`config.mk`:
```
export PLATFORM = sky130hd
export DESIGN_NAME = fifo_top
export DESIGN_NICKNAME = d
export VERILOG_FILES = /design/src/design/fifo_pkg.sv /design/src/design/sync_fifo.sv /design/src/design/fifo_regs.sv /design/src/design/fifo_top.sv
export VERILOG_INCLUDE_DIRS = /design/src /design/src/design
export SDC_FILE = /design/constraint.sdc
export NUM_CORES = 1
export LEC_CHECK = 0
export BUFFER_PORTS_ARGS = -buffer_cell sky130_fd_sc_hd__buf_2
export CAP_MARGIN = 30
export CORE_ASPECT_RATIO = 1.4
export CORE_UTILIZATION = 30
export CTS_CLUSTER_SIZE = 8
export DETAILED_ROUTE_END_ITERATION = 16
export GPL_TIMING_DRIVEN = 0
export PLACE_DENSITY_LB_ADDON = 0.15
export SYNTH_ARGS = -nofsm -noshare
export SYNTH_HDL_FRONTEND = slang
export SYNTH_HIERARCHICAL = 1
export SYNTH_SLANG_ARGS = --single-unit
```
`constraint.sdc`:
```
create_clock -name clk -period 2.4 [get_ports clk]
set_clock_uncertainty 0.15 [all_clocks]
set_input_delay 0.36 -clock clk [delete_from_list [all_inputs] [get_ports clk]]
set_output_delay 0.36 -clock clk [all_outputs]
set_load 0.02 [all_outputs]
```
`src/design/fifo_params.svh`:
```
`ifndef FIFO_PARAMS_SVH
`define FIFO_PARAMS_SVH

// sizes of the byte FIFO and its register block
// depth must stay a power of two so the pointers wrap on their own

`define FIFO_WIDTH 8   // bits in one data word
`define FIFO_DEPTH 16  // number of storage entries
`define FIFO_PTR_W 4   // log2 of the depth
`define FIFO_CNT_W 5   // one bit more than the pointer so a full FIFO fits
`define FIFO_ERR_W 8   // overflow and underflow counters saturate at all ones

`endif

```
`src/design/fifo_pkg.sv`:
```
`include "fifo_params.svh"

package fifo_pkg;

   typedef logic [`FIFO_WIDTH-1:0] data_t;      // one word as stored in the FIFO
   typedef logic [`FIFO_CNT_W-1:0] count_t;     // fill level from zero up to the full depth
   typedef logic [`FIFO_ERR_W-1:0] err_cnt_t;   // refusal counters and register data width
   typedef logic [1:0]             reg_addr_t;  // four registers in the config space

   // everything the register block needs to know about the FIFO
   typedef struct packed {
      count_t level;         // registered fill count
      logic   push_refused;  // wr_en seen while full this cycle
      logic   pop_refused;   // rd_en seen while empty this cycle
   } fifo_status_t;

   // programmable fill thresholds held in the register block
   typedef struct packed {
      count_t af_level;  // almost_full asserts at or above this level
      count_t ae_level;  // almost_empty asserts at or below this level
   } fifo_cfg_t;

endpackage

```
`src/design/sync_fifo.sv`:
```
`include "fifo_params.svh"

module sync_fifo
   import fifo_pkg::*;
(
   input  logic         clk,
   input  logic         reset,
   input  logic         wr_en,    // push request from the writer
   input  data_t        wr_data,
   input  logic         rd_en,    // pop request from the reader
   output data_t        rd_data,  // head word shown whenever not empty
   output logic         full,
   output logic         empty,
   output fifo_status_t status    // level and refusal pulses for the register block
);

   typedef logic [`FIFO_PTR_W-1:0] ptr_t;

   localparam count_t DEPTH_CNT = count_t'(`FIFO_DEPTH);  // level that means full

   data_t  mem [`FIFO_DEPTH];  // storage array without reset
   ptr_t   wr_ptr;             // next slot to be written
   ptr_t   rd_ptr;             // slot holding the head word
   count_t level;              // number of words currently stored
   count_t next_level;         // level after this edge
   logic   valid_wr;           // push that actually happens at this edge
   logic   valid_rd;           // pop that actually happens at this edge

   // a strobe only counts when the flag allows it
   // this also resolves the push and pop pair at the empty and full corners
   assign valid_wr = wr_en & ~full;
   assign valid_rd = rd_en & ~empty;

   // fall-through read port shows the word at the read pointer
   assign rd_data = mem[rd_ptr];

   always_comb begin
      next_level = level;                        // push with pop or neither leaves it as is
      case ({valid_wr, valid_rd})
         2'b10:   next_level = level + count_t'(1);  // push only
         2'b01:   next_level = level - count_t'(1);  // pop only
         default: next_level = level;
      endcase
   end

   // words land in the array on every accepted push
   always_ff @(posedge clk) begin
      if (valid_wr) begin
         mem[wr_ptr] <= wr_data;
      end
   end

   always_ff @(posedge clk) begin
      if (reset) begin
         wr_ptr <= '0;
         rd_ptr <= '0;
         level  <= '0;
         full   <= 1'b0;
         empty  <= 1'b1;  // an idle FIFO starts out empty
      end else begin
         if (valid_wr) begin
            wr_ptr <= wr_ptr + ptr_t'(1);  // wraps at the depth
         end
         if (valid_rd) begin
            rd_ptr <= rd_ptr + ptr_t'(1);
         end
         level <= next_level;
         full  <= (next_level == DEPTH_CNT);  // flags follow the new level with one cycle latency
         empty <= (next_level == '0);
      end
   end

   // refusals are combinational pulses that last for the cycle of the bad strobe
   always_comb begin
      status.level        = level;
      status.push_refused = wr_en & full;
      status.pop_refused  = rd_en & empty;
   end

endmodule

```
`src/design/fifo_regs.sv`:
```
`include "fifo_params.svh"

module fifo_regs
   import fifo_pkg::*;
(
   input  logic         clk,
   input  logic         reset,
   input  fifo_status_t status,        // level and refusal pulses from the FIFO
   input  logic         cfg_wr,        // register write strobe
   input  reg_addr_t    cfg_addr,      // selects both the write target and the read-back
   input  err_cnt_t     cfg_wdata,
   output err_cnt_t     cfg_rdata,     // combinational read-back of the addressed register
   output logic         almost_full,
   output logic         almost_empty
);

   localparam reg_addr_t ADDR_AF    = 2'd0;  // almost-full threshold
   localparam reg_addr_t ADDR_AE    = 2'd1;  // almost-empty threshold
   localparam reg_addr_t ADDR_OVER  = 2'd2;  // overflow count which clears on write
   localparam reg_addr_t ADDR_UNDER = 2'd3;  // underflow count which clears on write

   localparam count_t   AF_RESET = count_t'(`FIFO_DEPTH - 2);  // two slots short of full
   localparam count_t   AE_RESET = count_t'(2);
   localparam err_cnt_t ERR_MAX  = '1;                         // counters stop here

   fifo_cfg_t cfg_q;          // both thresholds
   err_cnt_t  overflow_cnt;   // pushes dropped because the FIFO was full
   err_cnt_t  underflow_cnt;  // pops refused because the FIFO was empty
   logic      wr_af;          // decoded write strobes
   logic      wr_ae;
   logic      clr_over;
   logic      clr_under;

   assign wr_af     = cfg_wr && (cfg_addr == ADDR_AF);
   assign wr_ae     = cfg_wr && (cfg_addr == ADDR_AE);
   assign clr_over  = cfg_wr && (cfg_addr == ADDR_OVER);   // the write data is ignored here
   assign clr_under = cfg_wr && (cfg_addr == ADDR_UNDER);

   // threshold registers take the low bits of the write data
   always_ff @(posedge clk) begin
      if (reset) begin
         cfg_q.af_level <= AF_RESET;
         cfg_q.ae_level <= AE_RESET;
      end else begin
         if (wr_af) begin
            cfg_q.af_level <= count_t'(cfg_wdata);
         end
         if (wr_ae) begin
            cfg_q.ae_level <= count_t'(cfg_wdata);
         end
      end
   end

   // a clear at the same edge as a refusal wins over the increment
   always_ff @(posedge clk) begin
      if (reset) begin
         overflow_cnt <= '0;
      end else if (clr_over) begin
         overflow_cnt <= '0;
      end else if (status.push_refused && (overflow_cnt != ERR_MAX)) begin
         overflow_cnt <= overflow_cnt + err_cnt_t'(1);
      end
   end

   always_ff @(posedge clk) begin
      if (reset) begin
         underflow_cnt <= '0;
      end else if (clr_under) begin
         underflow_cnt <= '0;
      end else if (status.pop_refused && (underflow_cnt != ERR_MAX)) begin
         underflow_cnt <= underflow_cnt + err_cnt_t'(1);
      end
   end

   // thresholds read back zero-extended to the register width
   always_comb begin
      case (cfg_addr)
         ADDR_AF:   cfg_rdata = err_cnt_t'(cfg_q.af_level);
         ADDR_AE:   cfg_rdata = err_cnt_t'(cfg_q.ae_level);
         ADDR_OVER: cfg_rdata = overflow_cnt;
         default:   cfg_rdata = underflow_cnt;
      endcase
   end

   // both levels compare the registered fill count so they move with full and empty
   assign almost_full  = (status.level >= cfg_q.af_level);
   assign almost_empty = (status.level <= cfg_q.ae_level);

endmodule

```
`src/design/fifo_top.sv`:
```
module fifo_top
   import fifo_pkg::*;
(
   input  logic      clk,
   input  logic      reset,
   input  logic      wr_en,         // write side of the FIFO
   input  data_t     wr_data,
   input  logic      rd_en,         // read side of the FIFO
   output data_t     rd_data,
   output logic      full,
   output logic      empty,
   input  logic      cfg_wr,        // register port
   input  reg_addr_t cfg_addr,
   input  err_cnt_t  cfg_wdata,
   output err_cnt_t  cfg_rdata,
   output logic      almost_full,   // threshold levels from the register block
   output logic      almost_empty
);

   fifo_status_t status;  // fill level and refusal pulses passed between the two blocks

   // storage, pointers and the full and empty flags
   sync_fifo u_fifo (
      .clk     (clk),
      .reset   (reset),
      .wr_en   (wr_en),
      .wr_data (wr_data),
      .rd_en   (rd_en),
      .rd_data (rd_data),
      .full    (full),
      .empty   (empty),
      .status  (status)
   );

   // thresholds and error counters that watch the FIFO status
   fifo_regs u_regs (
      .clk          (clk),
      .reset        (reset),
      .status       (status),
      .cfg_wr       (cfg_wr),
      .cfg_addr     (cfg_addr),
      .cfg_wdata    (cfg_wdata),
      .cfg_rdata    (cfg_rdata),
      .almost_full  (almost_full),
      .almost_empty (almost_empty)
   );

endmodule

```
==> results by group, run 1 <==
Critical path
  • Crit path to: rd_data[7]
  • Slowest cell delay on critical path: 0.54 ns
  • CP cell instances: buf_12 > buf_12 > mux4_2 > mux4_2 > buf_6
  • Worst r2r path cells: 9
  • FF-to-FF Start: u_fifo/empty
  • Worst-path fanout max: 8
  • Crit end category: output port
  • Startpoint Class: register
  • Crit path max-delay family: multiplexers
  • Worst reg2reg setup slack: 0.13 ns
  • CP Data Arrival Time: 2.30 ns
  • Crit path kind: reg -> out
  • Worst endpoint required time: 1.89 ns
  • CP max stage cell: mux4_2
  • Buffers and inverters on the worst path: 3
  • WP depth: 5
  • R2R Path End: u_fifo/full

Synth
  • Post-synth ARST share: 0%
  • FF+latch count, synth: 173
  • Post-synthesis sequential area ratio: 63.3%
  • XOR/XNOR Fraction of Synth Area: 1.29%
  • Mean Syn Cell Area: 15.7 µm²
  • Multiplexer share of the synthesized area: 15.5%
  • Count leader, synth: edfxtp_1
  • Synth Flop Type: edfxtp_1
  • Synth cell types: 54
  • Synth area leaders: edfxtp_1 (51%), mux4_2 (14%), dfxtp_1 (12%), ha_1 (3.2%), mux2i_1 (2.0%)
  • Largest area contributor in the netlist: edfxtp_1
  • Yosys warning count: 6
  • Post-synth EDFFs: 128
  • Largest family of logic cells by synthesized area: multiplexers
  • Post-synth top area share: 51.3%
  • Simple-gate area share of the yosys netlist: 9.09%
  • Area of the mapped netlist: 7490 µm²
  • Synthesized-area fraction occupied by adder cells: 3.17%
  • Net Count, Synth: 518
  • Mapped Cells: 476
  • Synth Area in Compound Gates: 4.81%
  • Post-synth top cells: edfxtp_1 (128), dfxtp_1 (45), mux4_2 (45), nor2_1 (40), ha_1 (19)

Die
  • DIE AREA: 25600 µm²
  • Core Box Area: 24600 µm²
  • Core Rows: 68
  • IO Pins: 43
  • Starting Density: 30.5%
  • Die Wd: 136 µm
  • Chip height: 189 µm

Power and ir drop
  • Maximum vdd ir drop: 0.000482 V
  • Leakage: 3.16 nW
  • PwrDens: 857 nW/µm²
  • Total power: 7.82 mW

Clocking
  • Clock sinks: 173
  • Root buf cell: clkbuf_16
  • Worst skew pair latency: 0.43 ns
  • Reg clk slew, reported paths: 0.08 ns
  • CTS Buf Count: 17
  • CTS tree: done
  • CTS HTree Levels: 4
  • Max clock buf depth: 2

Global route
  • All-layer global routing usage: 14.1%
  • Initial antenna violation count: 0
  • GR Overflow Total: 0
  • First-pass GRT wire length: 25900 µm
  • Largest net degree at the start of global routing: 19
  • Vias in the first global route: 4470

Timing
  • Fin crit period: 2.81 ns
  • Worst-Margin Slew: 0.945 ns
  • Relative slew margins: 36.8%
  • Final worst slack: -0.414 ns
  • FMAX: 355 MHz
  • Fin crit share: 117%
  • # setup viols final: 8
  • RSZ-0062 raised after global routing: yes
  • Slew Viols, Final: 0
  • Final hold vios: 0

Finish
  • Fin util: 37.1%
  • Final nets: 593
  • Ant. Diodes: 0
  • Multi-input logic area: 2670 µm²
  • Number of fill cells: 2336
  • Reg area: 4760 µm²
  • Layout cell share with drive strength beyond 1: 32.1%
  • Syn-to-layout area delta: 21.8%

Placed design
  • Detailed-placement wirelength estimate: 11800 µm
  • Worst slack, placed: -0.348 ns
  • Gpl congestion: 0.756
  • Port bufs: 39

Worst hold path
  • Hold crit path type: in -> reg

Drt
  • DR vias: 4283
  • Iteration-0 DRC Markers: 167
  • DR WL/cell: 19.3 µm
  • Via density: 4.87
  • Routed wire length: 17000 µm
  • Drt pass-1 iters: 6
  • DRC Markers: 0
  • Final ANT Viol Nets: 0

Status
  • Run status: complete, but fails checks
  • Failing checks: setup timing

Run
  • Max cap viols: 0
==> routing by layer <==
metal  routed length (µm)  part of all wire (%)  vias up  global-route usage (%)
met3                  461                   2.7       13                    2.76
met5                    0                     0        -                       0
met1                 6530                    38     2182                    15.2
met2                 9830                    58       68                    26.9
li1                     -                     -     2020                       -
met4                  163                  0.96        0                    4.28
==> through the flow <==
stage | cell area (µm²) | cells | hold WS (ns) | setup TNS (ns)
finish | 9120 | 879 | 0.0345 | -3.00
global route | 9120 | 879 | 0.0571 | -3.47
CTS | 8940 | 870 | 0.0140 | -3.32
detailed placement | 8100 | 830 | 0.337 | -3.05
global placement | 8080 | 830 | 0.331 | -9.74
floorplan | 7490 | 476 | 0.303 | 0
==> cells by family after synthesis <==
| group | after synthesis |
|---|---|
| flops | 173 |
| simple gates | 121 |
| mux | 60 |
| compound gates | 51 |
| buf+inv | 41 |
| fa+ha+maj | 19 |
| xor+xnor | 11 |
==> what timing repair did <==
action                                  in CTS  in global routing
resized for setup                           45                 30
pin swaps                                    2                  6
endpoints found under the setup margin      11                 13
gates cloned                                 3                  0
hold buffers                                 3                  0
setup buffers                                2                  7
hold endpoints to repair                     3                  0
==> worst min path at each step <==
stage | slack, ns | startpoint | cells past startpoint | end
3_5_place_dp | 0.34 | u_regs/cfg_q[1] | 1 | u_regs/cfg_q[1]
4_1_cts | 0.01 | cfg_wdata[0] | 3 | u_regs/cfg_q[0]
3_3_place_gp | 0.33 | u_regs/cfg_q[1] | 1 | u_regs/cfg_q[1]
5_1_grt | 0.06 | cfg_wdata[0] | 3 | u_regs/cfg_q[5]
2_1_floorplan | 0.30 | u_regs/cfg_q[1] | 1 | u_regs/cfg_q[1]
6_report | 0.03 | cfg_wdata[0] | 3 | u_regs/cfg_q[0]
==> layout by cell type, fill, tap and decap left out, types with 6 or more instances in the layout <==
cell | synthesis | final
mux2i_1 | 15 | 15
inv_8 | 0 | 9
a21oi_1 | 14 | 13
xor2_1 | 6 | 6
buf_4 | 5 | 17
ha_1 | 19 | 17
dfxtp_1 | 45 | 38
nand2_1 | 17 | 16
nor3_1 | 12 | 8
a211oi_1 | 8 | 7
inv_1 | 16 | 15
clkbuf_16 | 0 | 17
mux4_2 | 45 | 45
edfxtp_1 | 128 | 128
dfxtp_2 | 0 | 6
buf_6 | 2 | 10
nand4_1 | 9 | 9
buf_2 | 4 | 31
nor2_1 | 40 | 40
==> cell type report <==
class | instances | area share (%)
Sequential cell | 173 | 52.1
Multi-Input combinational cell | 262 | 29.2
Timing Repair Buffer | 57 | 4.94
Clock buffer | 17 | 4.66
Tap cell | 315 | 4.32
Buffer | 22 | 2.17
Clock inverter | 15 | 1.65
Inverter | 18 | 0.905
==> worst register-to-register path, stage by stage, from the launching register on <==
cell,delay (ns)
dfxtp_2,0.33
nand2b_4,0.17
inv_8,0.09
nand2_8,0.06
xnor2_4,0.17
ha_4,0.22
nor3b_2,0.18
or3b_1,0.38
a22oi_2,0.22
nor4bb_2,0.22
==> power breakdown <==
group / internal, mW / switching (mW) / total [mW] / leakage [nW]
Clock: 1.39 / 1.28 / 2.67 / 0.276
Combinational: 0.899 / 0.820 / 1.72 / 1.36
Sequential: 3.33 / 0.101 / 3.43 / 1.52
==> flip-flops by register name (all words and copies together), names as in the netlist, 4 cells and up, named ones only <==
name / cells
u_fifo/mem: 128
u_fifo/wr_ptr: 4
u_regs/cfg_q: 10
u_regs/overflow_cnt: 8
u_fifo/rd_ptr: 4
u_regs/underflow_cnt: 8
u_fifo/level: 5
(Power assumes the default switching activity.)
==> run 2, diff against run 1 <==
==> constraint.sdc (replaced) <==
create_clock -name clk -period 2.9 [get_ports clk]
set_clock_uncertainty 0.15 [all_clocks]
set_input_delay 0.435 -clock clk [delete_from_list [all_inputs] [get_ports clk]]
set_output_delay 0.435 -clock clk [all_outputs]
set_load 0.02 [all_outputs]
==> run 2 against run 1 <==
  * The flow now finishes without violations
  * Cell count is 1.1% lower
  * Sequential share of layout area is 1.4 points higher
  * Sequential power is 17% lower
  * Global-route usage is 0.14 points lower
  * Utilization is 1.0 points lower
  * Power is 20% lower
  * Die area stayed put
  * Clock power is 17% lower
  * Clock-buffer cell count stayed put
  * Critical endpoint unchanged
==> results by group, run 2 (synthesis results as in run 1) <==
Placed design
  • Port bufs: 39
  • Gpl congestion: 0.756
  • Detailed-placement wirelength estimate: 11800 µm

Die
  • Chip height: 189 µm
  • IO Pins: 43
  • Core Rows: 68
  • Starting Density: 30.5%
  • Core Box Area: 24600 µm²
  • DIE AREA: 25600 µm²
  • Die Wd: 136 µm

Timing
  • Worst-Margin Slew: 0.956 ns
  • Fin crit period: 2.86 ns
  • Hold WS: 0.0700 ns
  • RSZ-0062 raised after global routing: yes
  • FMAX: 350 MHz
  • Fin crit share: 98.6%
  • Setup_tns: 0 ns
  • Slew Viols, Final: 0
  • Final hold vios: 0
  • Relative slew margins: 36.0%
  • # setup viols final: 0

Global route
  • GR Overflow Total: 0
  • Vias in the first global route: 4419
  • First-pass GRT wire length: 25600 µm
  • Met3 Usage GRT: 2.73%
  • Routing usage on met2: 26.5%
  • Largest net degree at the start of global routing: 19
  • Met1 Use GR: 15.1%
  • GRT busiest layer: met2
  • Initial antenna violation count: 0
  • All-layer global routing usage: 13.9%

Clocking
  • CTS Buf Count: 17
  • Max clock buf depth: 2
  • Worst skew pair latency: 0.43 ns
  • CTS tree: done
  • CTS HTree Levels: 4
  • Root buf cell: clkbuf_16
  • Clock sinks: 173
  • Reg clk slew, reported paths: 0.08 ns

Drt
  • Drt pass-1 iters: 6
  • DR WL/cell: 19.4 µm
  • Via density: 4.86
  • Final ANT Viol Nets: 0
  • DRC Markers: 0
  • DR vias: 4225
  • Routed wire length: 16900 µm
  • Iteration-0 DRC Markers: 185

Critical path
  • Startpoint Class: register
  • Worst endpoint required time: 2.32 ns
  • Worst-path fanout max: 8
  • Crit end category: output port
  • CP cell instances: buf_12 > buf_12 > mux4_2 > mux4_2 > buf_6
  • CP Data Arrival Time: 2.27 ns
  • Crit path max-delay family: multiplexers
  • CP max stage cell: mux4_2
  • Crit path kind: reg -> out
  • Slowest cell delay on critical path: 0.53 ns
  • Buffers and inverters on the worst path: 3

Finish
  • Layout cell share with drive strength beyond 1: 28.0%
  • Biggest regs: u_fifo/mem: 128 flops, u_regs/cfg_q: 10 flops
  • Largest register FFs: 128
  • Final nets: 583
  • Leading cell type in the layout, fill and taps excluded: edfxtp_1
  • Number of fill cells: 2361
  • Ant. Diodes: 0
  • Top reg by flops: u_fifo/mem
  • Syn-to-layout area delta: 18.4%
  • Most frequent cells in the layout: edfxtp_1 (128), mux4_2 (45), dfxtp_1 (44), nor2_1 (40), buf_2 (39)

Worst hold path
  • Hold crit path type: in -> reg

Power and ir drop
  • Maximum vdd ir drop: 0.000398 V
  • Leakage: 3.08 nW
  • PwrDens: 708 nW/µm²

Status
  • Run status: complete, no violations

Run
  • Max cap viols: 0
==> run 2: cell count changes in the layout (fill, tap and decap cells not counted), sizes merged <==
cell / before / now
buf: 67 / 57
dlygate4sd3: 3 / 0
clkbuf: 25 / 28
==> run 2: final cells by class <==
| type | instances | area (µm²) | area share (%) |
|---|---|---|---|
| Sequential cell | 173 | 4750 | 53.5 |
| Multi-Input combinational cell | 262 | 2560 | 28.9 |
| Clock buffer | 17 | 425 | 4.80 |
| Tap cell | 315 | 394 | 4.44 |
| Timing Repair Buffer | 46 | 325 | 3.67 |
| Buffer | 23 | 198 | 2.23 |
| Clock inverter | 15 | 150 | 1.69 |
| Inverter | 18 | 70.1 | 0.790 |
==> run 2: worst paths after layout <==
kind	startpoint	endpoint	slack, ns	depth (start not counted)
min	cfg_wdata[3]	u_regs/cfg_q[8]	0.07	2
min reg2reg	u_regs/cfg_q[1]	u_regs/cfg_q[1]	0.35	1
max reg2reg	u_fifo/full	u_fifo/full	0.39	11
max	register	rd_data[7]	0.04	5
==> run 2: stage by stage <==
step | setup slack (ns) | util [%] | cells | cell area, µm² | power (mW)
4_1_cts | -0.0438 | 35.5 | 862 | 8720 | 6.27
6_report | 0.0405 | 36.1 | 869 | 8870 | 6.28
3_5_place_dp | 0.0775 | 32.9 | 830 | 8100 | 4.01
3_3_place_gp | 0.0636 | 32.9 | 830 | 8080 | 3.98
2_1_floorplan | 0.504 | - | 476 | 7490 | 3.66
5_1_grt | -0.0369 | 36.1 | 869 | 8870 | 6.56
==> run 2: routing by layer <==
metal | wire (µm) | part of all wire [%]
met1 | 6400 | 38
met2 | 9690 | 57
met3 | 605 | 3.6
met4 | 176 | 1.0
met5 | 0 | 0
==> run 2: report_power, final <==
group	leakage [nW]	switching, mW	internal, mW
sequential	1.52	0.0765	2.75
combinational	1.28	0.625	0.620
clock	0.276	1.06	1.15
total	3.08	1.76	4.52
==> run 2: what timing repair did <==
action / 4_1_cts / 5_1_grt
hold buffers: 0 / 0
cloned: 0 / 3
buffers inserted: 0 / 1
gates resized for setup: 14 / 13
endpoints found under the setup margin: 8 / 7
==> run 3, diff against run 2 <==
==> constraint.sdc (replaced) <==
create_clock -name clk -period 2.9 [get_ports clk]
set_clock_uncertainty 0.15 [all_clocks]
set_input_delay 0.145 -clock clk [delete_from_list [all_inputs] [get_ports clk]]
set_output_delay 0.145 -clock clk [all_outputs]
set_load 0.02 [all_outputs]
==> run 3 against run 2 <==
  * Fmax rose by 3.9%
  * Largest power group unchanged
  * Highest routed layer unchanged
  * Global-route usage grew 0.092 points
  * Critical path depth unchanged
  * Via count is 1.2% higher
  * Worst hold slack got worse by 0.035 ns
  * Power shrank 2.1%
  * Register-to-register slack hardly changed
  * Sequential share of layout area is 0.16 points lower
  * Combinational power is 10% lower
  * Sequential cell count stayed put
==> results by group, run 3 (synthesis results as in run 1) <==
Power and ir drop
  • Leakage: 3.09 nW
  • Maximum vdd ir drop: 0.000395 V
  • PwrDens: 691 nW/µm²

Die
  • Core Rows: 68
  • IO Pins: 43
  • Starting Density: 30.5%
  • DIE AREA: 25600 µm²
  • Chip height: 189 µm
  • Core Box Area: 24600 µm²
  • Die Wd: 136 µm

Clocking
  • CTS tree: done
  • Root buf cell: clkbuf_16
  • CTS HTree Levels: 4
  • CTS Buf Count: 17
  • Clock sinks: 173
  • Max clock buf depth: 2
  • Setup bufs post-CTS: 0
  • Worst skew pair latency: 0.42 ns
  • Reg clk slew, reported paths: 0.07 ns

Finish
  • Finished Layout Cells: 884
  • Layout cell share with drive strength beyond 1: 26.4%
  • Leading cell type in the layout, fill and taps excluded: edfxtp_1
  • Syn-to-layout area delta: 18.7%
  • Most frequent cells in the layout: edfxtp_1 (128), buf_2 (46), mux4_2 (45), dfxtp_1 (45), nor2_1 (40)
  • Final nets: 598
  • Top reg by flops: u_fifo/mem
  • Largest register FFs: 128
  • Biggest regs: u_fifo/mem: 128 flops, u_regs/cfg_q: 10 flops
  • Number of fill cells: 2365
  • Ant. Diodes: 0

Critical path
  • Worst-path fanout max: 10
  • CP max stage cell: mux4_2
  • Buffers and inverters on the worst path: 3
  • Crit end category: output port
  • Startpoint Class: register
  • Crit path max-delay family: multiplexers
  • Crit path kind: reg -> out
  • Worst endpoint required time: 2.61 ns
  • CP cell instances: buf_2 > buf_4 > mux4_2 > mux4_2 > buf_2
  • Slowest cell delay on critical path: 0.57 ns
  • CP Data Arrival Time: 2.46 ns

Timing
  • Fin crit share: 94.9%
  • Slew Viols, Final: 0
  • RSZ-0062 raised after global routing: no
  • # setup viols final: 0
  • Setup_tns: 0 ns
  • Relative slew margins: 36.8%
  • FMAX: 363 MHz
  • Hold WS: 0.0354 ns
  • Worst-Margin Slew: 0.944 ns
  • Final hold vios: 0
  • Fin crit period: 2.75 ns

Global route
  • Met3 Usage GRT: 2.70%
  • Routing usage on met2: 26.7%
  • Met1 Use GR: 15.2%
  • First-pass GRT wire length: 25800 µm
  • Largest net degree at the start of global routing: 19
  • All-layer global routing usage: 14.0%
  • Vias in the first global route: 4501
  • GRT busiest layer: met2
  • Initial antenna violation count: 0
  • GR Overflow Total: 0

Placed design
  • Gpl congestion: 0.756
  • Detailed-placement wirelength estimate: 11800 µm
  • Placed cells: 830
  • Port bufs: 39

Drt
  • Via density: 4.83
  • Drt pass-1 iters: 5
  • DRC Markers: 0
  • Iteration-0 DRC Markers: 212
  • DR WL/cell: 19.0 µm
  • Routed wire length: 16800 µm
  • Final ANT Viol Nets: 0
  • DR vias: 4274

Status
  • Run status: complete, no violations

Worst hold path
  • Hold crit path type: in -> reg

Run
  • Max cap viols: 0
## run 3: through the flow
stage / total power [mW] / instance area, µm² / utilization (%) / setup slack (ns)
2_1_floorplan: 3.66 / 7490 / - / 0.546
3_3_place_gp: 3.98 / 8080 / 32.9 / 0.354
3_5_place_dp: 4.01 / 8100 / 32.9 / 0.367
4_1_cts: 6.25 / 8870 / 36.1 / 0.0894
5_1_grt: 6.43 / 8890 / 36.2 / 0.0204
6_report: 6.15 / 8890 / 36.2 / 0.147
## run 3: what timing repair did
action / 4_1_cts / 5_1_grt
setup endpoints to repair: 8 / 0
endpoints found under the hold margin: 142 / 0
hold buffers: 19 / 0
gates resized for setup: 3 / 0
## run 3: per-layer routing
metal | up-vias | part of all wire, %
met5 | - | 0
met4 | 0 | 0.89
met3 | 10 | 2.0
met2 | 56 | 58
met1 | 2185 | 39
li1 | 2023 | -
## run 3: path summary, 6_finish.rpt
kind	start	endpoint	slack, ns	cells after the start
setup reg to reg	u_fifo/full	u_fifo/full	0.39	11
setup / recovery	register	rd_data[7]	0.15	5
hold / removal	cfg_addr[0]	u_regs/cfg_q[9]	0.04	4
hold reg to reg	u_regs/cfg_q[1]	u_regs/cfg_q[1]	0.36	1
## run 3: worst register-to-register path, stage by stage (launching register included)
cell and delay, ns:
dfxtp_1 0.33, nor2b_1 0.14, buf_6 0.17, inv_4 0.06, nand2_1 0.10, xnor2_1 0.13
ha_1 0.28, a21oi_1 0.08, a21boi_1 0.15, or3b_1 0.38, a22oi_1 0.23, nor4bb_1 0.22
## run 3: layout make-up
cell class / instances / area [µm²] / share of cell area [%]
timing repair buffer: 61 / 408 / 4.59
inverter: 18 / 70.1 / 0.788
tap: 315 / 394 / 4.43
multi-input combinational: 262 / 2560 / 28.8
clock inverter: 15 / 150 / 1.69
clock buffer: 17 / 425 / 4.78
buffer: 23 / 140 / 1.58
sequential: 173 / 4740 / 53.4
## run 3: power by group
| part | leakage (nW) | internal, mW | switching, mW |
|---|---|---|---|
| Sequential | 1.52 | 2.75 | 0.0738 |
| Clock | 0.276 | 1.15 | 1.05 |
| Combinational | 1.29 | 0.520 | 0.603 |
